==> config.mk <==
export PLATFORM = sky130hd
export DESIGN_NAME = axi_wr_bridge
export DESIGN_NICKNAME = d
export VERILOG_FILES = /design/src/axi_wr_pkg.sv /design/src/wr_req_capture.sv /design/src/wr_line_buffer.sv /design/src/axi_wr_channel.sv /design/src/axi_wr_bridge.sv
export SDC_FILE = /design/constraint.sdc
export NUM_CORES = 1
export LEC_CHECK = 0
export BUFFER_PORTS_ARGS = -buffer_cell sky130_fd_sc_hd__clkbuf_2
export CAP_MARGIN = 10
export CORE_AREA = 2 2 265 267
export CTS_CLUSTER_SIZE = 14
export DETAILED_ROUTE_END_ITERATION = 8
export DIE_AREA = 0 0 267 269
export SYNTH_ARGS = -nofsm -noshare
export SYNTH_HDL_FRONTEND = slang
export SYNTH_SLANG_ARGS = --single-unit
==> constraint.sdc <==
create_clock -name clk -period 2.3 [get_ports clk]
set_clock_uncertainty 0.05 [all_clocks]
set_input_delay 0.23 -clock clk [delete_from_list [all_inputs] [get_ports clk]]
set_output_delay 0.23 -clock clk [all_outputs]
set_load 0.05 [all_outputs]
==> src/axi_wr_pkg.sv <==
package axi_wr_pkg;

	// bus and line geometry
	localparam int DATA_W     = 32;
	localparam int ADDR_W     = 32;
	localparam int LINE_W     = 512;
	localparam int LINE_BEATS = LINE_W / DATA_W;
	localparam int BEAT_CNT_W = 4;
	localparam int STRB_W     = DATA_W / 8;

	// request type doubles as awsize
	localparam int SIZE_W = 3;

	// burst length codes
	localparam int LEN_W = 4;
	localparam logic [LEN_W-1:0] LEN_LINE   = 4'd15;
	localparam logic [LEN_W-1:0] LEN_SINGLE = 4'd0;

	// burst type codes
	localparam int BURST_W = 2;
	localparam logic [BURST_W-1:0] BURST_INCR  = 2'b01;
	localparam logic [BURST_W-1:0] BURST_FIXED = 2'b00;

	// all writes carry the same transaction id
	localparam int ID_W = 4;
	localparam logic [ID_W-1:0] WR_ID = 4'd1;

endpackage

==> src/wr_req_capture.sv <==
`timescale 1ns/1ps

module wr_req_capture (
	input  logic                             clk,
	input  logic                             rst,
	input  logic                             wr_req,
	input  logic [axi_wr_pkg::ADDR_W-1:0]    wr_addr,
	input  logic [axi_wr_pkg::SIZE_W-1:0]    wr_type,
	input  logic [axi_wr_pkg::STRB_W-1:0]    wr_wstrb,
	input  logic                             uncached,
	input  logic                             awready,
	input  logic                             done,
	output logic                             wr_rdy,
	output logic                             accept,
	output logic                             uncached_q,
	output logic [axi_wr_pkg::ADDR_W-1:0]    awaddr,
	output logic [axi_wr_pkg::SIZE_W-1:0]    awsize,
	output logic [axi_wr_pkg::LEN_W-1:0]     awlen,
	output logic [axi_wr_pkg::BURST_W-1:0]   awburst,
	output logic [axi_wr_pkg::STRB_W-1:0]    wstrb
);

	logic                           busy;
	logic [axi_wr_pkg::ADDR_W-1:0]  addr_q;
	logic [axi_wr_pkg::SIZE_W-1:0]  type_q;
	logic [axi_wr_pkg::STRB_W-1:0]  strb_q;

	// one write in flight, and only when the slave can take an address
	assign wr_rdy = !busy && awready;
	assign accept = wr_req && wr_rdy;

	always_ff @(posedge clk)
	begin
		if (!rst)
			busy <= 1'b0;
		else if (accept)
			busy <= 1'b1;
		else if (done)
			busy <= 1'b0;
	end

	// request fields held for the whole transaction
	always_ff @(posedge clk)
	begin
		if (accept)
		begin
			addr_q     <= wr_addr;
			type_q     <= wr_type;
			strb_q     <= wr_wstrb;
			uncached_q <= uncached;
		end
	end

	assign awaddr = addr_q;
	assign awsize = type_q;
	assign wstrb  = strb_q;

	// uncached word is a single fixed beat, a line is a full incrementing burst
	assign awlen   = uncached_q ? axi_wr_pkg::LEN_SINGLE : axi_wr_pkg::LEN_LINE;
	assign awburst = uncached_q ? axi_wr_pkg::BURST_FIXED : axi_wr_pkg::BURST_INCR;

	// the cache must wait for wr_rdy before issuing the next request
	a_no_req_while_busy: assert property (
		@(posedge clk) disable iff (!rst)
		wr_req |-> !busy
	) else $error("error at %0t: wr_req while a write is in flight", $time);

endmodule

==> src/wr_line_buffer.sv <==
`timescale 1ns/1ps

module wr_line_buffer (
	input  logic                           clk,
	input  logic                           rst,
	input  logic                           accept,
	input  logic                           uncached,
	input  logic [axi_wr_pkg::LINE_W-1:0]  wr_line,
	input  logic [axi_wr_pkg::DATA_W-1:0]  wr_word,
	input  logic                           beat,
	output logic [axi_wr_pkg::DATA_W-1:0]  wdata
);

	logic [axi_wr_pkg::LINE_W-1:0] line_q;
	logic [axi_wr_pkg::LINE_W-1:0] load_val;

	// uncached word sits in the lowest slot, upper words are never sent
	always_comb
	begin
		if (uncached)
			load_val = {{(axi_wr_pkg::LINE_W - axi_wr_pkg::DATA_W){1'b0}}, wr_word};
		else
			load_val = wr_line;
	end

	always_ff @(posedge clk)
	begin
		if (!rst)
			line_q <= '0;
		else if (accept)
			line_q <= load_val;
		else if (beat)
			// drop the word just sent, lowest word goes out first
			line_q <= {{axi_wr_pkg::DATA_W{1'b0}},
				line_q[axi_wr_pkg::LINE_W-1:axi_wr_pkg::DATA_W]};
	end

	assign wdata = line_q[axi_wr_pkg::DATA_W-1:0];

endmodule

==> src/axi_wr_channel.sv <==
`timescale 1ns/1ps

module axi_wr_channel (
	input  logic clk,
	input  logic rst,
	input  logic accept,
	input  logic uncached_q,
	input  logic awready,
	input  logic wready,
	input  logic bvalid,
	output logic awvalid,
	output logic wvalid,
	output logic wlast,
	output logic beat,
	output logic done
);

	// write phases
	localparam logic [1:0] S_IDLE = 2'd0;
	localparam logic [1:0] S_ADDR = 2'd1;
	localparam logic [1:0] S_DATA = 2'd2;
	localparam logic [1:0] S_RESP = 2'd3;

	localparam logic [axi_wr_pkg::BEAT_CNT_W-1:0] LAST_BEAT =
		axi_wr_pkg::BEAT_CNT_W'(axi_wr_pkg::LINE_BEATS - 1);

	logic [1:0]                           state;
	logic [1:0]                           state_nxt;
	logic [axi_wr_pkg::BEAT_CNT_W-1:0]    beat_cnt;
	logic                                 last_beat;

	assign awvalid = (state == S_ADDR);
	assign wvalid  = (state == S_DATA);

	// uncached has only one beat, a line ends on its sixteenth
	assign last_beat = uncached_q || (beat_cnt == LAST_BEAT);
	assign wlast     = wvalid && last_beat;

	assign beat = wvalid && wready;
	// bready is tied high so bvalid alone finishes the response
	assign done = (state == S_RESP) && bvalid;

	always_comb
	begin
		state_nxt = state;
		case (state)
			S_IDLE:
			begin
				if (accept)
					state_nxt = S_ADDR;
			end
			S_ADDR:
			begin
				if (awready)
					state_nxt = S_DATA;
			end
			S_DATA:
			begin
				if (beat && last_beat)
					state_nxt = S_RESP;
			end
			S_RESP:
			begin
				if (bvalid)
					state_nxt = S_IDLE;
			end
			default:
			begin
				state_nxt = S_IDLE;
			end
		endcase
	end

	always_ff @(posedge clk)
	begin
		if (!rst)
			state <= S_IDLE;
		else
			state <= state_nxt;
	end

	// beat counter holds while wready is low
	always_ff @(posedge clk)
	begin
		if (!rst)
			beat_cnt <= '0;
		else if (beat)
		begin
			if (last_beat)
				beat_cnt <= '0;
			else
				beat_cnt <= beat_cnt + 1'b1;
		end
	end

	// a new write only starts from idle
	a_accept_in_idle: assert property (
		@(posedge clk) disable iff (!rst)
		accept |-> state == S_IDLE
	) else $error("error at %0t: accept while a write is in progress", $time);

	// count is back at zero between bursts
	a_cnt_clear_outside_data: assert property (
		@(posedge clk) disable iff (!rst)
		!wvalid |-> beat_cnt == '0
	) else $error("error at %0t: beat count not cleared outside the data phase", $time);

endmodule

==> src/axi_wr_bridge.sv <==
`timescale 1ns/1ps

module axi_wr_bridge (
	input  logic                             clk,
	input  logic                             rst,
	// cache side
	input  logic                             wr_req,
	input  logic [axi_wr_pkg::ADDR_W-1:0]    wr_addr,
	input  logic [axi_wr_pkg::SIZE_W-1:0]    wr_type,
	input  logic [axi_wr_pkg::STRB_W-1:0]    wr_wstrb,
	input  logic [axi_wr_pkg::LINE_W-1:0]    wr_line,
	input  logic [axi_wr_pkg::DATA_W-1:0]    wr_word,
	input  logic                             uncached,
	output logic                             wr_rdy,
	// write address channel
	output logic [axi_wr_pkg::ID_W-1:0]      awid,
	output logic [axi_wr_pkg::ADDR_W-1:0]    awaddr,
	output logic [axi_wr_pkg::LEN_W-1:0]     awlen,
	output logic [axi_wr_pkg::SIZE_W-1:0]    awsize,
	output logic [axi_wr_pkg::BURST_W-1:0]   awburst,
	output logic                             awvalid,
	input  logic                             awready,
	// write data channel
	output logic [axi_wr_pkg::ID_W-1:0]      wid,
	output logic [axi_wr_pkg::DATA_W-1:0]    wdata,
	output logic [axi_wr_pkg::STRB_W-1:0]    wstrb,
	output logic                             wlast,
	output logic                             wvalid,
	input  logic                             wready,
	// write response channel
	input  logic [axi_wr_pkg::ID_W-1:0]      bid,
	input  logic [1:0]                       bresp,
	input  logic                             bvalid,
	output logic                             bready
);

	logic accept;
	logic uncached_q;
	logic beat;
	logic done;

	// responses are always taken, every write uses one id
	assign awid   = axi_wr_pkg::WR_ID;
	assign wid    = axi_wr_pkg::WR_ID;
	assign bready = 1'b1;

	wr_req_capture u_wr_req_capture (
		.clk        (clk),
		.rst        (rst),
		.wr_req     (wr_req),
		.wr_addr    (wr_addr),
		.wr_type    (wr_type),
		.wr_wstrb   (wr_wstrb),
		.uncached   (uncached),
		.awready    (awready),
		.done       (done),
		.wr_rdy     (wr_rdy),
		.accept     (accept),
		.uncached_q (uncached_q),
		.awaddr     (awaddr),
		.awsize     (awsize),
		.awlen      (awlen),
		.awburst    (awburst),
		.wstrb      (wstrb)
	);

	// loads with the live kind, since uncached_q updates on the same edge
	wr_line_buffer u_wr_line_buffer (
		.clk      (clk),
		.rst      (rst),
		.accept   (accept),
		.uncached (uncached),
		.wr_line  (wr_line),
		.wr_word  (wr_word),
		.beat     (beat),
		.wdata    (wdata)
	);

	axi_wr_channel u_axi_wr_channel (
		.clk        (clk),
		.rst        (rst),
		.accept     (accept),
		.uncached_q (uncached_q),
		.awready    (awready),
		.wready     (wready),
		.bvalid     (bvalid),
		.awvalid    (awvalid),
		.wvalid     (wvalid),
		.wlast      (wlast),
		.beat       (beat),
		.done       (done)
	);

endmodule

## Yosys cells after proc, flatten, opt, wreduce, memory -nomap -nowiden

Cells that the tools add are included.

| word-level totals | value |
|---|---|
| flip-flop bits (word level) | 559 |
| output and inout bits | 90 |
| logic and storage cells | 42 |

| cells by class | value |
|---|---|
| add/subtract/negate cells | 1 |
| equality and inequality tests | 8 |
| mux-type cells | 13 |
| reductions and logical operators | 12 |

Operators by type and width:

| cell | count |
|---|---|
| $mux W512 | 3 |
| $mux W2 | 4 |
| $mux W4 | 2 |
| $pmux W2 S4 | 1 |
| $logic_and A1 B1 Y1 | 6 |
| $ne A2 B2 Y1 const B | 3 |
| $add A4 B1 Y4 const B | 1 |
| $eq A2 B2 Y1 const B | 2 |
| $eq A4 B4 Y1 const B | 1 |
| $reduce_and A4 Y1 | 1 |
| $reduce_bool A2 Y1 | 2 |
| $mux W1 | 3 |
| $eq A2 B1 Y1 const B | 1 |
| $logic_not A2 Y1 | 1 |
| $ne A2 B1 Y1 const B | 1 |
| $logic_not A1 Y1 | 1 |
| $logic_or A1 B1 Y1 | 1 |

## Longest topological paths before layout

| logic depth | value |
|---|---|
| depth in word-level cells | 5 |
| mapped depth | 9 |
| mapped depth without buffers | 6 |

## By module

A second synthesis with hierarchy kept.

| second synthesis, totals | value |
|---|---|
| cells, all modules | 2,883 |
| area, all modules | 27,809.2 µm² |

Modules (own cells, without submodules):

| module | times used | cells an instance | area each (µm²) | seq. area each (µm²) |
|---|---|---|---|---|
| wr_line_buffer | 1 | 2,773 | 26,032.5 | 10,249.8 |
| wr_req_capture | 1 | 53 | 1,306.3 | 1,221.2 |
| axi_wr_channel | 1 | 46 | 395.4 | 120.1 |
| axi_wr_bridge | 1 | 11 | 75.1 | 0.0 |

## Worst setup path before layout

OpenSTA, ideal clock, no wires.

| timing path | value |
|---|---|
| kind | register to output |
| from | register u_axi_wr_channel.state[0] |
| to | output wlast |
| arrival | 1,730 ps |
| path slack | 290 ps |
| stages on the path, launching flop included | 4 |
| cell sequence | dfxtp_1 inv_1 ha_1 nor2b_1 |

| on the way | value |
|---|---|
| word-level cells in the longest chain between the ends | 2 |

Ends and longest elaborated chain:

| item | line | RTL |
|---|---|---|
| start, declared | axi_wr_channel.sv:27 | `logic [1:0] state;` |
| start signal, assigned | axi_wr_channel.sv:79 | `state <= state_nxt;` |
| $eq A2 B2 Y1 | axi_wr_channel.sv:33 | `assign wvalid = (state == S_DATA);` |
| net wvalid | axi_wr_bridge.sv:28 | `output logic wvalid,` |
| $logic_and A1 B1 Y1 | axi_wr_channel.sv:37 | `assign wlast = wvalid && last_beat;` |
| end, declared | axi_wr_bridge.sv:27 | `output logic wlast,` |

The timed path passes the listed nets, and every way through them passes these cells.

## Final worst setup path

| timing path | value |
|---|---|
| from | register u_axi_wr_channel.beat_cnt[0] in the netlist's numbering |
| to | output wlast |

| on the way | value |
|---|---|
| word-level cells in the longest chain between the ends | 3 |

Ends and longest elaborated chain:

| item | line | RTL |
|---|---|---|
| start, declared | axi_wr_channel.sv:29 | `logic [axi_wr_pkg::BEAT_CNT_W-1:0] beat_cnt;` |
| start signal, assigned | axi_wr_channel.sv:92 | `beat_cnt <= beat_cnt + 1'b1;` |
| $eq A4 B4 Y1 | axi_wr_channel.sv:36 | `assign last_beat = uncached_q \|\| (beat_cnt == LAST_BEAT);` |
| $logic_or A1 B1 Y1 | axi_wr_channel.sv:36 |  |
| $logic_and A1 B1 Y1 | axi_wr_channel.sv:37 |  |

No other way between the ends.

==> impl_summary.log <==
[metrics] summed instance area of the synthesized netlist: 27500 sq um
[metrics] Placement Rows: 97
[metrics] sort of element at the end of the critical path: output port
[metrics] Post-Route Setup TNS: 0 ns
[metrics] share of total power in combinational logic: 21.8%
[metrics] maximum resistive drop on vdd: 579 uV
[metrics] wire length of the first global-routing pass: 165 mm
[metrics] met3 demand-to-capacity share in global routing: 4.74%
[metrics] CTS H-tree depth: 2
[metrics] sequential fraction of the synthesis area: 42.1%
[metrics] time the worst path needs with I/O delays and setup: 2.15 ns
[metrics] ranking of synthesized cells by area: sky130_fd_sc_hd__dfxtp_1 (38%), sky130_fd_sc_hd__nand2_1 (14%), sky130_fd_sc_hd__and3_1 (11%)
[metrics] RePlAce Congestion: 0.846
[metrics] Layout fillers: 6259
[metrics] initial antenna violation count: 2
[metrics] origin of the worst setup path: u_axi_wr_channel.beat_cnt[0]$_SDFFE_PN0P_
[metrics] share of total power consumed by net switching: 29.6%
[metrics] core area: 69300 sq um
[metrics] number of distinct library cells after synthesis: 31
[metrics] compound-cell area share of the yosys netlist: 9.38%
[metrics] sequential power share: 40.5%
[metrics] clock tree from TritonCTS: done
[metrics] Final Hold Vio Count: 0
[metrics] largest family of logic cells by synthesized area: simple AND/OR/NAND/NOR gates
[metrics] number of top-level pins: 686
[metrics] Port Buffer Count: 669
[metrics] cell depth of the worst flop-to-flop path: 8
[metrics] detailed-routing iteration count for the pre-antenna-repair pass: 6
[metrics] average via count per standard cell: 5.13
[metrics] Power Internal: 0.0194 W
[metrics] number of standard cells in the final layout excluding fillers: 5954
[metrics] growth of design area from synthesis to finish: 43.4%
[metrics] GRT met1 Usage: 35.8%
[metrics] Maximum Capacitance Violations: 0
[metrics] most instantiated library cell after synthesis: sky130_fd_sc_hd__nand2_1
[metrics] clock latency at the later pin of the worst-skew pair: 0.63 ns
[metrics] critical path data required time: 2.02 ns
[metrics] outcome: completed
[metrics] Die Y: 269 um
[metrics] remaining antenna violation count: 0
[metrics] Worst-path clk slew: 0.06 ns
[metrics] kind of start point of the critical path: register
[metrics] overall via count from detail_route: 30500
[metrics] area fraction of the dominant cell type after synthesis: 37.7%
[metrics] WL/cell: 18.4 um
[metrics] adder-cell share of the synthesized area: 0.227%
[metrics] average cell area after synthesis: 7.00 sq um
[metrics] path type of the worst min-delay path: input port to register
[metrics] cell count after placement: 5266
[metrics] register-to-register setup slack: 0.28 ns
[metrics] pin count of the biggest net entering global routing: 97
[metrics] destination of the worst register-to-register timing path: u_wr_line_buffer.line_q[194]$_SDFFE_PN0P_
[metrics] top cells by instance count after synthesis: sky130_fd_sc_hd__nand2_1 (999), sky130_fd_sc_hd__dfxtp_1 (519), sky130_fd_sc_hd__nand3_1 (484), sky130_fd_sc_hd__and3_1 (480), sky130_fd_sc_hd__inv_1 (453)
[metrics] synthesized netlist cell count: 3931
[metrics] Top FF cell, synth: sky130_fd_sc_hd__dfxtp_1
[metrics] warnings from Yosys: 0
[metrics] fraction of layout cells with a size suffix above 1: 17.4%
[metrics] master cell of the clock root buffer: sky130_fd_sc_hd__clkbuf_16
[metrics] Worst Min Path Start: wr_line[84]
[metrics] setup repair after global routing missed its margin: no
[metrics] CTS max path bufs: 3
[metrics] number of synthesized flops with an enable pin: 40
[metrics] Crit Path Max Fanout: 4
[metrics] max-slew headroom at the worst pin: 61.5%
[metrics] synthesized-area fraction occupied by and/or/nand/nor cells: 34.4%
[metrics] final setup vio count: 0
[metrics] wire length after detailed routing: 110 mm
[metrics] areal power density over the cells: 699 nW/um^2
[metrics] final standard cell utilization of the core: 57.0%
[metrics] async set-or-reset flop fraction in the synthesized netlist: 0%
[metrics] Setup Slack @ Placement: 0.249 ns
[metrics] relative contribution of the clock network to total power: 37.7%
[metrics] portion of netlist area occupied by mux cells: 1.20%
[metrics] DP Wirelength: 68.7 mm
[metrics] slew at the pin with the worst max-slew slack: 0.572 ns
[metrics] sink count of the clock tree: 559
[metrics] leading area contributor after synthesis: sky130_fd_sc_hd__dfxtp_1
[metrics] arrival time of data at the critical path endpoint: 1.87 ns
[metrics] total number of nets in the final design: 5565
[metrics] horizontal extent of the die: 267 um
[metrics] leakage dissipation: 20.4 nW
[metrics] share of the cycle needed by the critical path after routing: 93.5%
[metrics] Setup WS post-layout: 0.148 ns
[metrics] initial standard-cell utilization of the core: 39.7%
[metrics] global route overflow: 0
[metrics] number of max-slew violations in the final report: 0
[metrics] met2 capacity usage during global routing: 48.7%
[metrics] Post-Synth XOR/XNOR Area: 0%
[metrics] busiest metal layer after global routing: met2
[metrics] number of buffers created by CTS: 61
[metrics] Die Outline Area: 71800 sq um
[metrics] Synth Register Bits: 559
[metrics] startpoint-to-endpoint class of the critical path: register to output port
[metrics] net switching power figure: 0.00816 W
[metrics] fmax: 465 MHz
[metrics] Overall Global Routing Usage: 29.1%
[metrics] vias in the first global route: 29900
[metrics] 1st-iter DRT viols: 2838
[metrics] CP Capture Point: wlast
[metrics] source of the worst register-to-register timing path: u_axi_wr_channel.state[0]$_SDFFE_PN0P_
[metrics] # DRC: 0
registers in the layout, summed over array words and instances, names as in the netlist:
| name | flops |
|---|---|
| u_wr_req_capture.awsize | 3 |
| u_axi_wr_channel.state | 2 |
| u_wr_req_capture.wstrb | 4 |
| u_axi_wr_channel.beat_cnt | 4 |
| u_wr_req_capture.uncached_q | 1 |
| u_wr_req_capture.awaddr | 32 |
| u_wr_line_buffer.line_q | 512 |
| u_wr_req_capture.busy | 1 |
power groups by stage:
stage	logic [W]	clock network [W]	registers [W]
2_1_floorplan	0.00335	0	0.0112
3_3_place_gp	0.00505	0	0.0113
3_5_place_dp	0.00509	0	0.0114
4_1_cts	0.00592	0.0105	0.0111
5_1_grt	0.00661	0.0109	0.0112
6_report	0.00601	0.0104	0.0112
per-layer routing:
metal / part of all wire (%) / wire length [um]
met1: 40 / 44200
met2: 47 / 51800
met3: 6.5 / 7100
met4: 5.9 / 6460
met5: 0.012 / 13
placed cells by master (no fill, tap or decap), types with 3 or more instances in the layout:
| cell type | instances |
|---|---|
| sky130_fd_sc_hd__mux2i_1 | 33 |
| sky130_fd_sc_hd__diode_2 | 3 |
| sky130_fd_sc_hd__clkbuf_16 | 63 |
| sky130_fd_sc_hd__a22oi_1 | 31 |
| sky130_fd_sc_hd__nand3_1 | 484 |
| sky130_fd_sc_hd__clkinv_2 | 11 |
| sky130_fd_sc_hd__nand2_1 | 999 |
| sky130_fd_sc_hd__inv_1 | 453 |
| sky130_fd_sc_hd__clkbuf_1 | 8 |
| sky130_fd_sc_hd__dlygate4sd3_1 | 575 |
| sky130_fd_sc_hd__clkbuf_2 | 666 |
| sky130_fd_sc_hd__nor2b_1 | 34 |
| sky130_fd_sc_hd__dfxtp_1 | 519 |
| sky130_fd_sc_hd__edfxtp_1 | 40 |
| sky130_fd_sc_hd__buf_12 | 44 |
| sky130_fd_sc_hd__bufinv_16 | 6 |
| sky130_fd_sc_hd__ha_1 | 4 |
| sky130_fd_sc_hd__and3_1 | 480 |
| sky130_fd_sc_hd__o21ai_0 | 450 |
| sky130_fd_sc_hd__buf_4 | 51 |
| sky130_fd_sc_hd__clkbuf_8 | 17 |
| sky130_fd_sc_hd__conb_1 | 10 |
| sky130_fd_sc_hd__a21boi_0 | 4 |
kinds of logic (layout without fill, tap and decap cells):
family | after synthesis | in the layout
and+or+nand+nor | 2009 | 2009
buffers and inverters | 831 | 1903
DFF | 559 | 559
AOI/OAI and AO/OA | 492 | 492
muxes | 33 | 33
adders and majority gates | 5 | 5
other | 2 | 13
worst max-delay path, stage by stage (launching register included):
cell	delay [ns]
sky130_fd_sc_hd__dfxtp_1	0.38
sky130_fd_sc_hd__ha_1	0.22
sky130_fd_sc_hd__a31oi_1	0.15
sky130_fd_sc_hd__nor2b_2	0.26
sky130_fd_sc_hd__buf_6	0.23
through the flow:
step	area (sq um)	hold WS, ns	total power (W)
finish	39500	0.0429	0.0276
global route	39500	0.0212	0.0287
floorplan	27600	0.279	0.0146
CTS	39500	0.000809	0.0276
global placement	31600	0.357	0.0164
detailed placement	31600	0.359	0.0164
area by class of cell:
class	count	area (sq um)	share of cell area [%]
well taps	940	1180	2.98
clock inverters	22	267	0.675
multi-input cells	2549	12500	31.7
clock buffers	88	1840	4.66
flip-flops and latches	559	11600	29.3
inverters	454	1710	4.33
repair buffers	1339	10400	26.3
diodes	3	7.51	0.0190
worst min path at each step:
stage | end | cells past startpoint
final | u_wr_line_buffer.line_q[84]$_SDFFE_PN0P_ | 4
after global routing | u_wr_line_buffer.line_q[84]$_SDFFE_PN0P_ | 4
after CTS | u_wr_line_buffer.line_q[84]$_SDFFE_PN0P_ | 4
after detailed placement | u_wr_req_capture.awaddr[26]$_DFFE_PP_ | 1
after global placement | u_wr_req_capture.awaddr[19]$_DFFE_PP_ | 1
after floorplan | u_wr_req_capture.awaddr[0]$_DFFE_PP_ | 0
repair_timing:
item / in CTS / in global routing
gates resized for setup: 3 / 2
buffers inserted: 0 / 0
setup endpoints to repair: 1 / 1
pin swaps: 0 / 0
endpoints found under the hold margin: 542 / 0
hold buffers: 575 / 0
Power figures use the tool's default switching activity.
